--- src/rtl/rx_chain_defines.svh ---
// Settings register offsets and field positions for the receive chain, added to each BASE
`ifndef RX_CHAIN_DEFINES_SVH
`define RX_CHAIN_DEFINES_SVH

// number of samples in the burst, with the start-now flag in the top bit
`define SR_RX_NUM 0

// upper half of the 64-bit command time
`define SR_RX_TIME_HI 1

// lower half of the command time, a write here arms the command
`define SR_RX_TIME_LO 2

// samples per packet, zero behaves as one
`define SR_RX_SPP 4

// stream id carried in the low half of every header word
`define SR_RX_SID 5

// bit 0 turns on the 16-to-8 packing stage
`define SR_DSP_CTRL 9

// field positions inside the SR_RX_NUM word
`define SR_NUM_NOW_BIT 31
`define RX_NUM_WIDTH 28

// width of the packet counter in the header word
`define PKT_COUNT_WIDTH 4

`endif

--- src/rtl/rx_chain_pkg.sv ---
// Shared types of the receive chain, referenced by scoped name from every RTL module
`default_nettype none

package rx_chain_pkg;

   // one complex sample, I in the upper half and Q in the lower half
   typedef logic [31:0] sample_t;

   // free running time counter value
   typedef logic [63:0] vita_time_t;

   // settings bus address and data
   typedef logic [7:0]  set_addr_t;
   typedef logic [31:0] set_data_t;

   // one 36-bit stream word as it travels between the framer, packer and outside
   typedef struct packed {
      logic [1:0]  occ;
      logic        eop;
      logic        sop;
      logic [31:0] data;
   } rx_word_t;

   // time-tagged sample handed from the control block to the framer
   // error entries carry no valid sample, only the time of the overrun
   typedef struct packed {
      sample_t    sample;
      vita_time_t tstamp;
      logic       first;
      logic       last;
      logic       error;
   } sample_entry_t;

   // run control of a single burst
   typedef enum logic [1:0] {
      ctrl_idle,
      ctrl_wait_time,
      ctrl_running,
      ctrl_report_overrun
   } ctrl_state_e;

   // position of the framer inside the packet it is building
   typedef enum logic [1:0] {
      fr_header,
      fr_time_hi,
      fr_time_lo,
      fr_payload
   } framer_state_e;

endpackage

`default_nettype wire

--- src/rtl/vita_rx_control.sv ---
// Burst command registers and run control that turn strobed samples into time-tagged entries
`default_nettype none
`include "rx_chain_defines.svh"

module vita_rx_control #(
   parameter int BASE = 0
) (
   input  wire                              clk,
   input  wire                              rst_i,
   input  wire                              set_stb_i,
   input  wire rx_chain_pkg::set_addr_t     set_addr_i,
   input  wire rx_chain_pkg::set_data_t     set_data_i,
   input  wire rx_chain_pkg::vita_time_t    vita_time_i,
   input  wire rx_chain_pkg::sample_t       sample_i,
   input  wire                              strobe_i,
   output logic                             run_o,
   output logic                             overrun_o,
   output rx_chain_pkg::sample_entry_t      entry_o,
   output logic                             entry_src_rdy_o,
   input  wire                              entry_dst_rdy_i
);

   localparam rx_chain_pkg::set_addr_t ADDR_NUM     = rx_chain_pkg::set_addr_t'(BASE + `SR_RX_NUM);
   localparam rx_chain_pkg::set_addr_t ADDR_TIME_HI =
      rx_chain_pkg::set_addr_t'(BASE + `SR_RX_TIME_HI);
   localparam rx_chain_pkg::set_addr_t ADDR_TIME_LO =
      rx_chain_pkg::set_addr_t'(BASE + `SR_RX_TIME_LO);

   rx_chain_pkg::ctrl_state_e state;
   rx_chain_pkg::set_data_t   time_hi_q;
   rx_chain_pkg::vita_time_t  cmd_time;
   rx_chain_pkg::vita_time_t  ovf_time;
   logic [`RX_NUM_WIDTH-1:0]  num_q;
   logic [`RX_NUM_WIDTH-1:0]  num_left;
   logic                      now_q;
   logic                      first_pend;
   logic                      arm;
   logic                      hold_free;
   logic                      counted;
   logic                      collision;
   logic                      capture;
   logic                      post_error;
   logic                      final_smp;

   assign arm        = set_stb_i && (set_addr_i == ADDR_TIME_LO);
   // the holding register counts as free when the framer takes it on this same edge
   assign hold_free  = !entry_src_rdy_o || entry_dst_rdy_i;
   assign counted    = (state == rx_chain_pkg::ctrl_running) && strobe_i;
   assign collision  = counted && !hold_free;
   assign capture    = counted && hold_free;
   assign post_error = (state == rx_chain_pkg::ctrl_report_overrun) && hold_free;
   // a programmed count of zero behaves as a single sample
   assign final_smp  = (num_left <= `RX_NUM_WIDTH'd1);
   assign run_o      = (state == rx_chain_pkg::ctrl_running);

   always_ff @(posedge clk) begin
      if (rst_i) begin
         num_q     <= '0;
         now_q     <= 1'b0;
         time_hi_q <= '0;
      end else if (set_stb_i) begin
         if (set_addr_i == ADDR_NUM) begin
            num_q <= set_data_i[`RX_NUM_WIDTH-1:0];
            now_q <= set_data_i[`SR_NUM_NOW_BIT];
         end
         if (set_addr_i == ADDR_TIME_HI)
            time_hi_q <= set_data_i;
      end
   end

   always_ff @(posedge clk) begin
      if (rst_i) begin
         state           <= rx_chain_pkg::ctrl_idle;
         overrun_o       <= 1'b0;
         entry_src_rdy_o <= 1'b0;
         num_left        <= '0;
         first_pend      <= 1'b0;
      end else begin
         overrun_o <= collision;

         if (capture || post_error)
            entry_src_rdy_o <= 1'b1;
         else if (entry_dst_rdy_i)
            entry_src_rdy_o <= 1'b0;

         case (state)
            rx_chain_pkg::ctrl_idle: begin
               // commands written while a burst is in progress are ignored
               if (arm) begin
                  state      <= rx_chain_pkg::ctrl_wait_time;
                  num_left   <= num_q;
                  first_pend <= 1'b1;
               end
            end
            rx_chain_pkg::ctrl_wait_time: begin
               if (now_q || (vita_time_i >= cmd_time))
                  state <= rx_chain_pkg::ctrl_running;
            end
            rx_chain_pkg::ctrl_running: begin
               if (collision) begin
                  state <= rx_chain_pkg::ctrl_report_overrun;
               end else if (capture) begin
                  num_left   <= num_left - `RX_NUM_WIDTH'd1;
                  first_pend <= 1'b0;
                  if (final_smp)
                     state <= rx_chain_pkg::ctrl_idle;
               end
            end
            default: begin
               if (hold_free)
                  state <= rx_chain_pkg::ctrl_idle;
            end
         endcase
      end
   end

   always_ff @(posedge clk) begin
      if (arm && (state == rx_chain_pkg::ctrl_idle))
         cmd_time <= {time_hi_q, set_data_i};
      if (collision)
         ovf_time <= vita_time_i;

      if (capture) begin
         entry_o.sample <= sample_i;
         entry_o.tstamp <= vita_time_i;
         entry_o.first  <= first_pend;
         entry_o.last   <= final_smp;
         entry_o.error  <= 1'b0;
      end else if (post_error) begin
         entry_o.sample <= '0;
         entry_o.tstamp <= ovf_time;
         entry_o.first  <= 1'b0;
         entry_o.last   <= 1'b0;
         entry_o.error  <= 1'b1;
      end else if (collision) begin
         // the stalled sample is now the final one of the aborted burst, so it closes its packet
         entry_o.last <= 1'b1;
      end
   end

   overrun_single_pulse: assert property (@(posedge clk) disable iff (rst_i)
      overrun_o |=> !overrun_o);

   // only the last flag may change on a stalled entry, at the overrun edge
   entry_stable_stalled: assert property (@(posedge clk) disable iff (rst_i)
      entry_src_rdy_o && !entry_dst_rdy_i |=> entry_src_rdy_o &&
      $stable({entry_o.sample, entry_o.tstamp, entry_o.first, entry_o.error}));

endmodule

`default_nettype wire

--- src/rtl/vita_rx_framer.sv ---
// Packet framer that wraps time-tagged sample entries into header, time and payload words
`default_nettype none
`include "rx_chain_defines.svh"

module vita_rx_framer #(
   parameter int BASE = 0
) (
   input  wire                               clk,
   input  wire                               rst_i,
   input  wire                               set_stb_i,
   input  wire rx_chain_pkg::set_addr_t      set_addr_i,
   input  wire rx_chain_pkg::set_data_t      set_data_i,
   input  wire rx_chain_pkg::sample_entry_t  entry_i,
   input  wire                               entry_src_rdy_i,
   output logic                              entry_dst_rdy_o,
   output rx_chain_pkg::rx_word_t            data_o,
   output logic                              src_rdy_o,
   input  wire                               dst_rdy_i
);

   localparam rx_chain_pkg::set_addr_t ADDR_SPP = rx_chain_pkg::set_addr_t'(BASE + `SR_RX_SPP);
   localparam rx_chain_pkg::set_addr_t ADDR_SID = rx_chain_pkg::set_addr_t'(BASE + `SR_RX_SID);

   rx_chain_pkg::framer_state_e state;
   rx_chain_pkg::sample_entry_t hold;
   rx_chain_pkg::sample_entry_t pay_entry;
   rx_chain_pkg::rx_word_t      next_word;
   logic [15:0]                 spp_q;
   logic [15:0]                 spp_eff;
   logic [15:0]                 sid_q;
   logic [15:0]                 smp_cnt;
   logic [`PKT_COUNT_WIDTH-1:0] pkt_count;
   logic                        use_hold;
   logic                        out_free;
   logic                        pay_valid;
   logic                        pay_eop;
   logic                        load_word;

   assign out_free  = !src_rdy_o || dst_rdy_i;
   assign spp_eff   = (spp_q == 16'd0) ? 16'd1 : spp_q;
   // the opening entry is the first payload sample, later ones come straight from the input
   assign pay_entry = use_hold ? hold : entry_i;
   assign pay_valid = use_hold || entry_src_rdy_i;
   assign pay_eop   = pay_entry.last || (smp_cnt >= spp_eff - 16'd1);

   assign entry_dst_rdy_o = out_free && ((state == rx_chain_pkg::fr_header) ||
                            ((state == rx_chain_pkg::fr_payload) && !use_hold));

   always_comb begin
      next_word = '0;
      load_word = 1'b0;
      case (state)
         rx_chain_pkg::fr_header: begin
            next_word.sop  = 1'b1;
            next_word.data = {pkt_count, entry_i.first, entry_i.error, 10'd0, sid_q};
            load_word      = entry_src_rdy_i && out_free;
         end
         rx_chain_pkg::fr_time_hi: begin
            next_word.data = hold.tstamp[63:32];
            load_word      = out_free;
         end
         rx_chain_pkg::fr_time_lo: begin
            next_word.data = hold.tstamp[31:0];
            next_word.eop  = hold.error;
            load_word      = out_free;
         end
         default: begin
            next_word.data = pay_entry.sample;
            next_word.eop  = pay_eop;
            load_word      = pay_valid && out_free;
         end
      endcase
   end

   always_ff @(posedge clk) begin
      if (rst_i) begin
         spp_q <= '0;
         sid_q <= '0;
      end else if (set_stb_i) begin
         if (set_addr_i == ADDR_SPP)
            spp_q <= set_data_i[15:0];
         if (set_addr_i == ADDR_SID)
            sid_q <= set_data_i[15:0];
      end
   end

   always_ff @(posedge clk) begin
      if (rst_i) begin
         state     <= rx_chain_pkg::fr_header;
         src_rdy_o <= 1'b0;
         use_hold  <= 1'b0;
         smp_cnt   <= '0;
         pkt_count <= '0;
      end else begin
         if (load_word)
            src_rdy_o <= 1'b1;
         else if (dst_rdy_i)
            src_rdy_o <= 1'b0;

         if (load_word && next_word.eop)
            pkt_count <= pkt_count + `PKT_COUNT_WIDTH'd1;

         if (load_word) begin
            case (state)
               rx_chain_pkg::fr_header: begin
                  state    <= rx_chain_pkg::fr_time_hi;
                  use_hold <= 1'b1;
               end
               rx_chain_pkg::fr_time_hi: state <= rx_chain_pkg::fr_time_lo;
               rx_chain_pkg::fr_time_lo: begin
                  smp_cnt <= '0;
                  state   <= hold.error ? rx_chain_pkg::fr_header : rx_chain_pkg::fr_payload;
               end
               default: begin
                  smp_cnt  <= smp_cnt + 16'd1;
                  use_hold <= 1'b0;
                  if (pay_eop)
                     state <= rx_chain_pkg::fr_header;
               end
            endcase
         end
      end
   end

   always_ff @(posedge clk) begin
      if (load_word && (state == rx_chain_pkg::fr_header))
         hold <= entry_i;
      if (load_word)
         data_o <= next_word;
   end

   // only an error packet may end right after its header words
   hdr_not_closed: assert property (@(posedge clk) disable iff (rst_i)
      src_rdy_o && use_hold && !hold.error |-> !data_o.eop);

endmodule

`default_nettype wire

--- src/rtl/rx_pack_16to8.sv ---
// Stream stage that can narrow payload samples to 8-bit I/Q and pack two per word
`default_nettype none
`include "rx_chain_defines.svh"

module rx_pack_16to8 #(
   parameter int BASE = 0
) (
   input  wire                           clk,
   input  wire                           rst_i,
   input  wire                           set_stb_i,
   input  wire rx_chain_pkg::set_addr_t  set_addr_i,
   input  wire rx_chain_pkg::set_data_t  set_data_i,
   input  wire rx_chain_pkg::rx_word_t   data_i,
   input  wire                           src_rdy_i,
   output logic                          dst_rdy_o,
   output rx_chain_pkg::rx_word_t        data_o,
   output logic                          src_rdy_o,
   input  wire                           dst_rdy_i
);

   localparam rx_chain_pkg::set_addr_t ADDR_CTRL = rx_chain_pkg::set_addr_t'(BASE + `SR_DSP_CTRL);

   rx_chain_pkg::rx_word_t out_word;
   logic                   pack_en;
   logic [1:0]             word_idx;
   logic [15:0]            half_q;
   logic                   half_valid;
   logic [15:0]            narrowed;
   logic                   accept;
   logic                   is_hdr;
   logic                   packing;
   logic                   load_out;

   assign dst_rdy_o = !src_rdy_o || dst_rdy_i;
   assign accept    = src_rdy_i && dst_rdy_o;
   // word_idx saturates at 3 once the three header words of a packet have gone by
   assign is_hdr    = data_i.sop || (word_idx != 2'd3);
   assign packing   = pack_en && !is_hdr;
   // upper byte of I then upper byte of Q
   assign narrowed  = {data_i.data[31:24], data_i.data[15:8]};
   assign load_out  = accept && (!packing || half_valid || data_i.eop);

   always_comb begin
      out_word = data_i;
      if (packing)
         out_word.data = half_valid ? {half_q, narrowed} : {narrowed, 16'h0000};
   end

   always_ff @(posedge clk) begin
      if (rst_i) begin
         pack_en    <= 1'b0;
         word_idx   <= 2'd3;
         half_valid <= 1'b0;
         src_rdy_o  <= 1'b0;
      end else begin
         if (set_stb_i && (set_addr_i == ADDR_CTRL))
            pack_en <= set_data_i[0];
         if (load_out)
            src_rdy_o <= 1'b1;
         else if (dst_rdy_i)
            src_rdy_o <= 1'b0;
         if (accept) begin
            if (data_i.sop)
               word_idx <= 2'd1;
            else if (word_idx != 2'd3)
               word_idx <= word_idx + 2'd1;
            half_valid <= packing && !half_valid && !data_i.eop;
         end
      end
   end

   always_ff @(posedge clk) begin
      if (accept && packing && !half_valid)
         half_q <= narrowed;
      if (load_out)
         data_o <= out_word;
   end

   out_stable_stalled: assert property (@(posedge clk) disable iff (rst_i)
      src_rdy_o && !dst_rdy_i |=> src_rdy_o && $stable(data_o));

endmodule

`default_nettype wire

--- src/rtl/vita_rx_chain.sv ---
// Receive chain top level, control feeding the framer and then the optional 16-to-8 packer
`default_nettype none

module vita_rx_chain #(
   parameter int BASE = 0
) (
   input  wire                            clk,
   input  wire                            rst_i,
   input  wire                            set_stb_i,
   input  wire rx_chain_pkg::set_addr_t   set_addr_i,
   input  wire rx_chain_pkg::set_data_t   set_data_i,
   input  wire rx_chain_pkg::vita_time_t  vita_time_i,
   input  wire rx_chain_pkg::sample_t     sample_i,
   input  wire                            strobe_i,
   output logic                           run_o,
   output logic                           overrun_o,
   output rx_chain_pkg::rx_word_t         rx_data_o,
   output logic                           rx_src_rdy_o,
   input  wire                            rx_dst_rdy_i
);

   rx_chain_pkg::sample_entry_t entry;
   logic                        entry_src_rdy;
   logic                        entry_dst_rdy;
   rx_chain_pkg::rx_word_t      framed_data;
   logic                        framed_src_rdy;
   logic                        framed_dst_rdy;

   vita_rx_control #(.BASE(BASE)) vita_rx_control_inst (
      .clk(clk), .rst_i(rst_i),
      .set_stb_i(set_stb_i), .set_addr_i(set_addr_i), .set_data_i(set_data_i),
      .vita_time_i(vita_time_i), .sample_i(sample_i), .strobe_i(strobe_i),
      .run_o(run_o), .overrun_o(overrun_o),
      .entry_o(entry), .entry_src_rdy_o(entry_src_rdy), .entry_dst_rdy_i(entry_dst_rdy));

   vita_rx_framer #(.BASE(BASE)) vita_rx_framer_inst (
      .clk(clk), .rst_i(rst_i),
      .set_stb_i(set_stb_i), .set_addr_i(set_addr_i), .set_data_i(set_data_i),
      .entry_i(entry), .entry_src_rdy_i(entry_src_rdy), .entry_dst_rdy_o(entry_dst_rdy),
      .data_o(framed_data), .src_rdy_o(framed_src_rdy), .dst_rdy_i(framed_dst_rdy));

   rx_pack_16to8 #(.BASE(BASE)) rx_pack_16to8_inst (
      .clk(clk), .rst_i(rst_i),
      .set_stb_i(set_stb_i), .set_addr_i(set_addr_i), .set_data_i(set_data_i),
      .data_i(framed_data), .src_rdy_i(framed_src_rdy), .dst_rdy_o(framed_dst_rdy),
      .data_o(rx_data_o), .src_rdy_o(rx_src_rdy_o), .dst_rdy_i(rx_dst_rdy_i));

endmodule

`default_nettype wire

--- config.mk ---
export PLATFORM = sky130hd
export DESIGN_NAME = vita_rx_chain
export DESIGN_NICKNAME = d
export VERILOG_FILES = /design/src/rtl/rx_chain_pkg.sv /design/src/rtl/vita_rx_control.sv /design/src/rtl/vita_rx_framer.sv /design/src/rtl/rx_pack_16to8.sv /design/src/rtl/vita_rx_chain.sv
export VERILOG_INCLUDE_DIRS = /design/src /design/src/rtl
export SDC_FILE = /design/constraint.sdc
export NUM_CORES = 1
export LEC_CHECK = 0
export ABC_AREA = 0
export BUFFER_PORTS_ARGS = -buffer_cell sky130_fd_sc_hd__buf_2
export CAP_MARGIN = 15
export CORE_MARGIN = 3
export CORE_UTILIZATION = 45
export CTS_CLUSTER_DIAMETER = 80
export DETAILED_ROUTE_END_ITERATION = 10
export PLACE_DENSITY = 0.62
export SETUP_SLACK_MARGIN = 0.5
export SLEW_MARGIN = 0
export SYNTH_ARGS = -nofsm -noshare
export SYNTH_HDL_FRONTEND = slang
export SYNTH_SLANG_ARGS = --single-unit
--- constraint.sdc ---
create_clock -name clk -period 10.14 [get_ports clk]
set_input_delay 1.014 -clock clk [delete_from_list [all_inputs] [get_ports clk]]
set_output_delay 1.014 -clock clk [all_outputs]
set_load 0.1 [all_outputs]
==> results.md <==
- Asr flop ratio synth: 0%
- Bufs on Longest Clock Path: 3
- Outcome: finished, final reports clean
- Switching part of the total: 22.3%
- Placer Congestion: 0.842
- H-tree Lvls: 2
- Max VDD drop: 0.000120 V
- Minimum clock period: 4.74 ns
- Setup crit start kind: flip-flop
- CTS Buf Count: 58
- Area occupied by multi-input gates: 7630 um^2
- Starting Density: 45.8%
- Vias: 15,700
- Slew @ Worst Pin: 1.14 ns
- Reg2Reg Depth: 10
- Clock Power Share: 43.0%
- Avg Cell Area, Syn: 11.8 um^2
- Final nets: 2,412
- Hold Path Class: reg2reg
- Share of layout cells above drive strength 1: 14.3%
- FMAX: 211 MHz
- Comb pwr share: 6.4%
- Unique cell type count in the Yosys netlist: 75
- CTS tree: done
- Power per cell area: 181 nW/um^2
- Drt pass-1 iters: 6
- Clock Latency Late Sink: 0.62 ns
- WP data arrival: 5.26 ns
- Max Clock Skew: 0.0162 ns
- First-pass GRT wire length: 87,300 um
- Vias in the first global route: 15,200
- Total setup buffers inserted after CTS: 0
- Leakage: 9.92 nW
- Initial antenna violation count: 4
- Clk root buf: clkbuf_16
- Core outline area: 51,600 um^2
- I/O Buffers: 177
- Setup TNS: 0 ns
- Slew margin rel.: 23.7%
- Worst Hold Depth: 0
- Clock transition at the registers of the reported paths: 0.06 ns
- WS Path Type: reg2reg
- Internal power: 3.82 mW
- Antenna Nets Post-Route: 0
- Hold Buf Count CTS: 0
- DR WL/cell: 19.3 um
- Iter 0 DRT Violations: 1,483
- Synth warnings: 0
- Filler cells: 4,509
- Final Util: 52.7%
- Area growth from synthesis to layout: 14.9%
- Row cnt: 83
- Pins Over Slew Limit: 0
- Post-synth top flop: edfxtp_1
- Vert. Die Dim: 235 um
- Critical Path End Type: flip-flop
- Congestion Overflow GR: 0
- Synth Register Bits: 564
- DIE AREA: 55,300 um^2
- Io pins: 180
- Seq/Total Area, Yosys: 65.0%
- HPWL after detailed placement: 39,000 um
- Sink Count: 564
- Maximum fanout along the worst path: 40
- Post-Syn Area: 23,700 um^2
- Drt total wl: 56,300 um
- Via/cell ratio: 5.39
- RSZ-0062 raised after global routing: no
- Switching pwr: 1.10 mW
- Register area: 15,400 um^2
- Period utilization: 46.8%
- Post-CTS sizing: 0
- Maximum number of pins on one net before global-route repair: 72
- Final setup fails: 0
- Post-synthesis cell count: 2,011
- Required time of the critical path: 10.65 ns
- Die X: 235 um
- Reg power frac: 50.6%
- Detailed-route DRC error count: 0
- Total GRT Usage: 20.0%
- Total of max-cap violations: 0
- Post-synth EDFFs: 408
- Final hold viol count: 0
[synthesized netlist by cell type (13+ instances only)]
master / number / share of area (%)
a211oi_1: 16 / 0.51
a222oi_1: 22 / 0.93
o21ai_0: 54 / 1.1
nor2_1: 88 / 1.4
xnor2_1: 16 / 0.59
ha_1: 95 / 5.0
a21oi_1: 147 / 3.1
and2_1: 36 / 0.95
a221oi_1: 14 / 0.52
nand4_1: 20 / 0.53
clkbuf_1: 83 / 1.3
nor4_1: 13 / 0.34
inv_1: 85 / 1.3
a21o_1: 13 / 0.41
nand2_1: 454 / 7.2
mux2i_1: 84 / 3.6
edfxtp_1: 408 / 52
dfxtp_1: 156 / 13
nand3_1: 26 / 0.55
nor3_1: 21 / 0.44
[logic make-up after synthesis]
| family | Yosys count | share of synthesized area (%) |
|---|---|---|
| AO/OA/AOI/OAI | 332 | 8.80 |
| flip-flops | 564 | 65.0 |
| XOR/XNOR | 26 | 0.963 |
| buffers and inverters | 184 | 2.98 |
| other | 1 | 0.0159 |
| adder cells (fa/ha/maj) | 95 | 5.03 |
| AND/OR/NAND/NOR | 716 | 13.2 |
| multiplexers | 93 | 3.98 |
[metal layers]
metal / track usage (%) / up-vias / part of all wire, %
li1: - / 7561 / -
met1: 28.5 / 7607 / 45
met2: 31.5 / 442 / 46
met3: 3.83 / 80 / 6.3
met4: 5.27 / 0 / 2.2
met5: 0 / - / 0
[power groups by stage]
stage | sequential [mW] | combinational (mW) | clock [mW]
after floorplan | 2.54 | 0.191 | 0
after global placement | 2.54 | 0.301 | 0
after detailed placement | 2.54 | 0.310 | 0
after CTS | 2.49 | 0.312 | 2.16
after global routing | 2.49 | 0.348 | 2.26
final | 2.49 | 0.315 | 2.12
[flip-flops by register name (all words and copies together), names as in the netlist, 28 cells and up]
| name | flops |
|---|---|
| rx_pack_16to8_inst.data_o | 34 |
| vita_rx_control_inst.cmd_time | 64 |
| vita_rx_control_inst.entry_o | 99 |
| vita_rx_control_inst.num_left | 28 |
| vita_rx_control_inst.num_q | 28 |
| vita_rx_control_inst.ovf_time | 64 |
| vita_rx_control_inst.time_hi_q | 32 |
| vita_rx_framer_inst.data_o | 34 |
| vita_rx_framer_inst.hold | 98 |
[final cells by class]
class | instances | area share [%]
diodes | 3 | 0.0276
repair buffers | 202 | 4.00
flip-flops and latches | 564 | 56.6
well taps | 680 | 3.13
clock inverters | 34 | 1.23
multi-input cells | 1264 | 28.1
clock buffers | 76 | 5.78
inverters | 86 | 1.19
[stage by stage]
stage	power [mW]	setup WS [ns]	hold slack (ns)	cells	area [um^2]
2_1_floorplan	2.73	1.56	0.400	2012	23700
6_report	4.92	5.40	0.414	2909	27200
4_1_cts	4.96	5.45	0.418	2904	27100
3_3_place_gp	2.84	5.69	0.402	2794	25200
5_1_grt	5.09	5.00	0.424	2909	27200
3_5_place_dp	2.85	5.49	0.405	2794	25200
[final timing paths]
check | from | end | slack, ns
max | vita_rx_framer_inst.state[0] | vita_rx_control_inst.num_left[10] | 5.40
min | vita_rx_control_inst.entry_o[16] | vita_rx_framer_inst.hold[16] | 0.41
max reg2reg | vita_rx_framer_inst.state[0] | vita_rx_control_inst.num_left[10] | 5.40
min reg2reg | vita_rx_control_inst.entry_o[16] | vita_rx_framer_inst.hold[16] | 0.41
[layout by cell type (no fill, tap or decap), drive strengths merged, types with 7 or more instances in the layout]
| master | count |
|---|---|
| a211oi | 17 |
| a21o | 14 |
| a21oi | 148 |
| a221oi | 14 |
| a222oi | 22 |
| a22oi | 8 |
| and2 | 37 |
| and3 | 7 |
| buf | 202 |
| clkbuf | 76 |
| clkinv | 28 |
| dfxtp | 156 |
| edfxtp | 408 |
| ha | 95 |
| inv | 85 |
| mux2 | 9 |
| mux2i | 84 |
| nand2 | 454 |
| nand2b | 8 |
| nand3 | 27 |
| nand3b | 9 |
| nand4 | 20 |
| nor2 | 88 |
| nor3 | 21 |
| nor4 | 14 |
| o21ai | 55 |
| o22ai | 11 |
| o31ai | 7 |
| or4 | 9 |
| xnor2 | 16 |
| xor2 | 10 |
[critical path: stages, from the launching register on]
cell and delay, ns:
dfxtp_1 0.34, inv_1 0.13, ha_1 0.88, inv_1 0.33
a31oi_1 0.33, buf_4 0.23, nor2b_4 0.82, o21a_1 0.71
buf_4 0.40, o21ai_0 0.14, a221oi_1 0.31
Note: power is estimated with default switching activity, not from simulation.
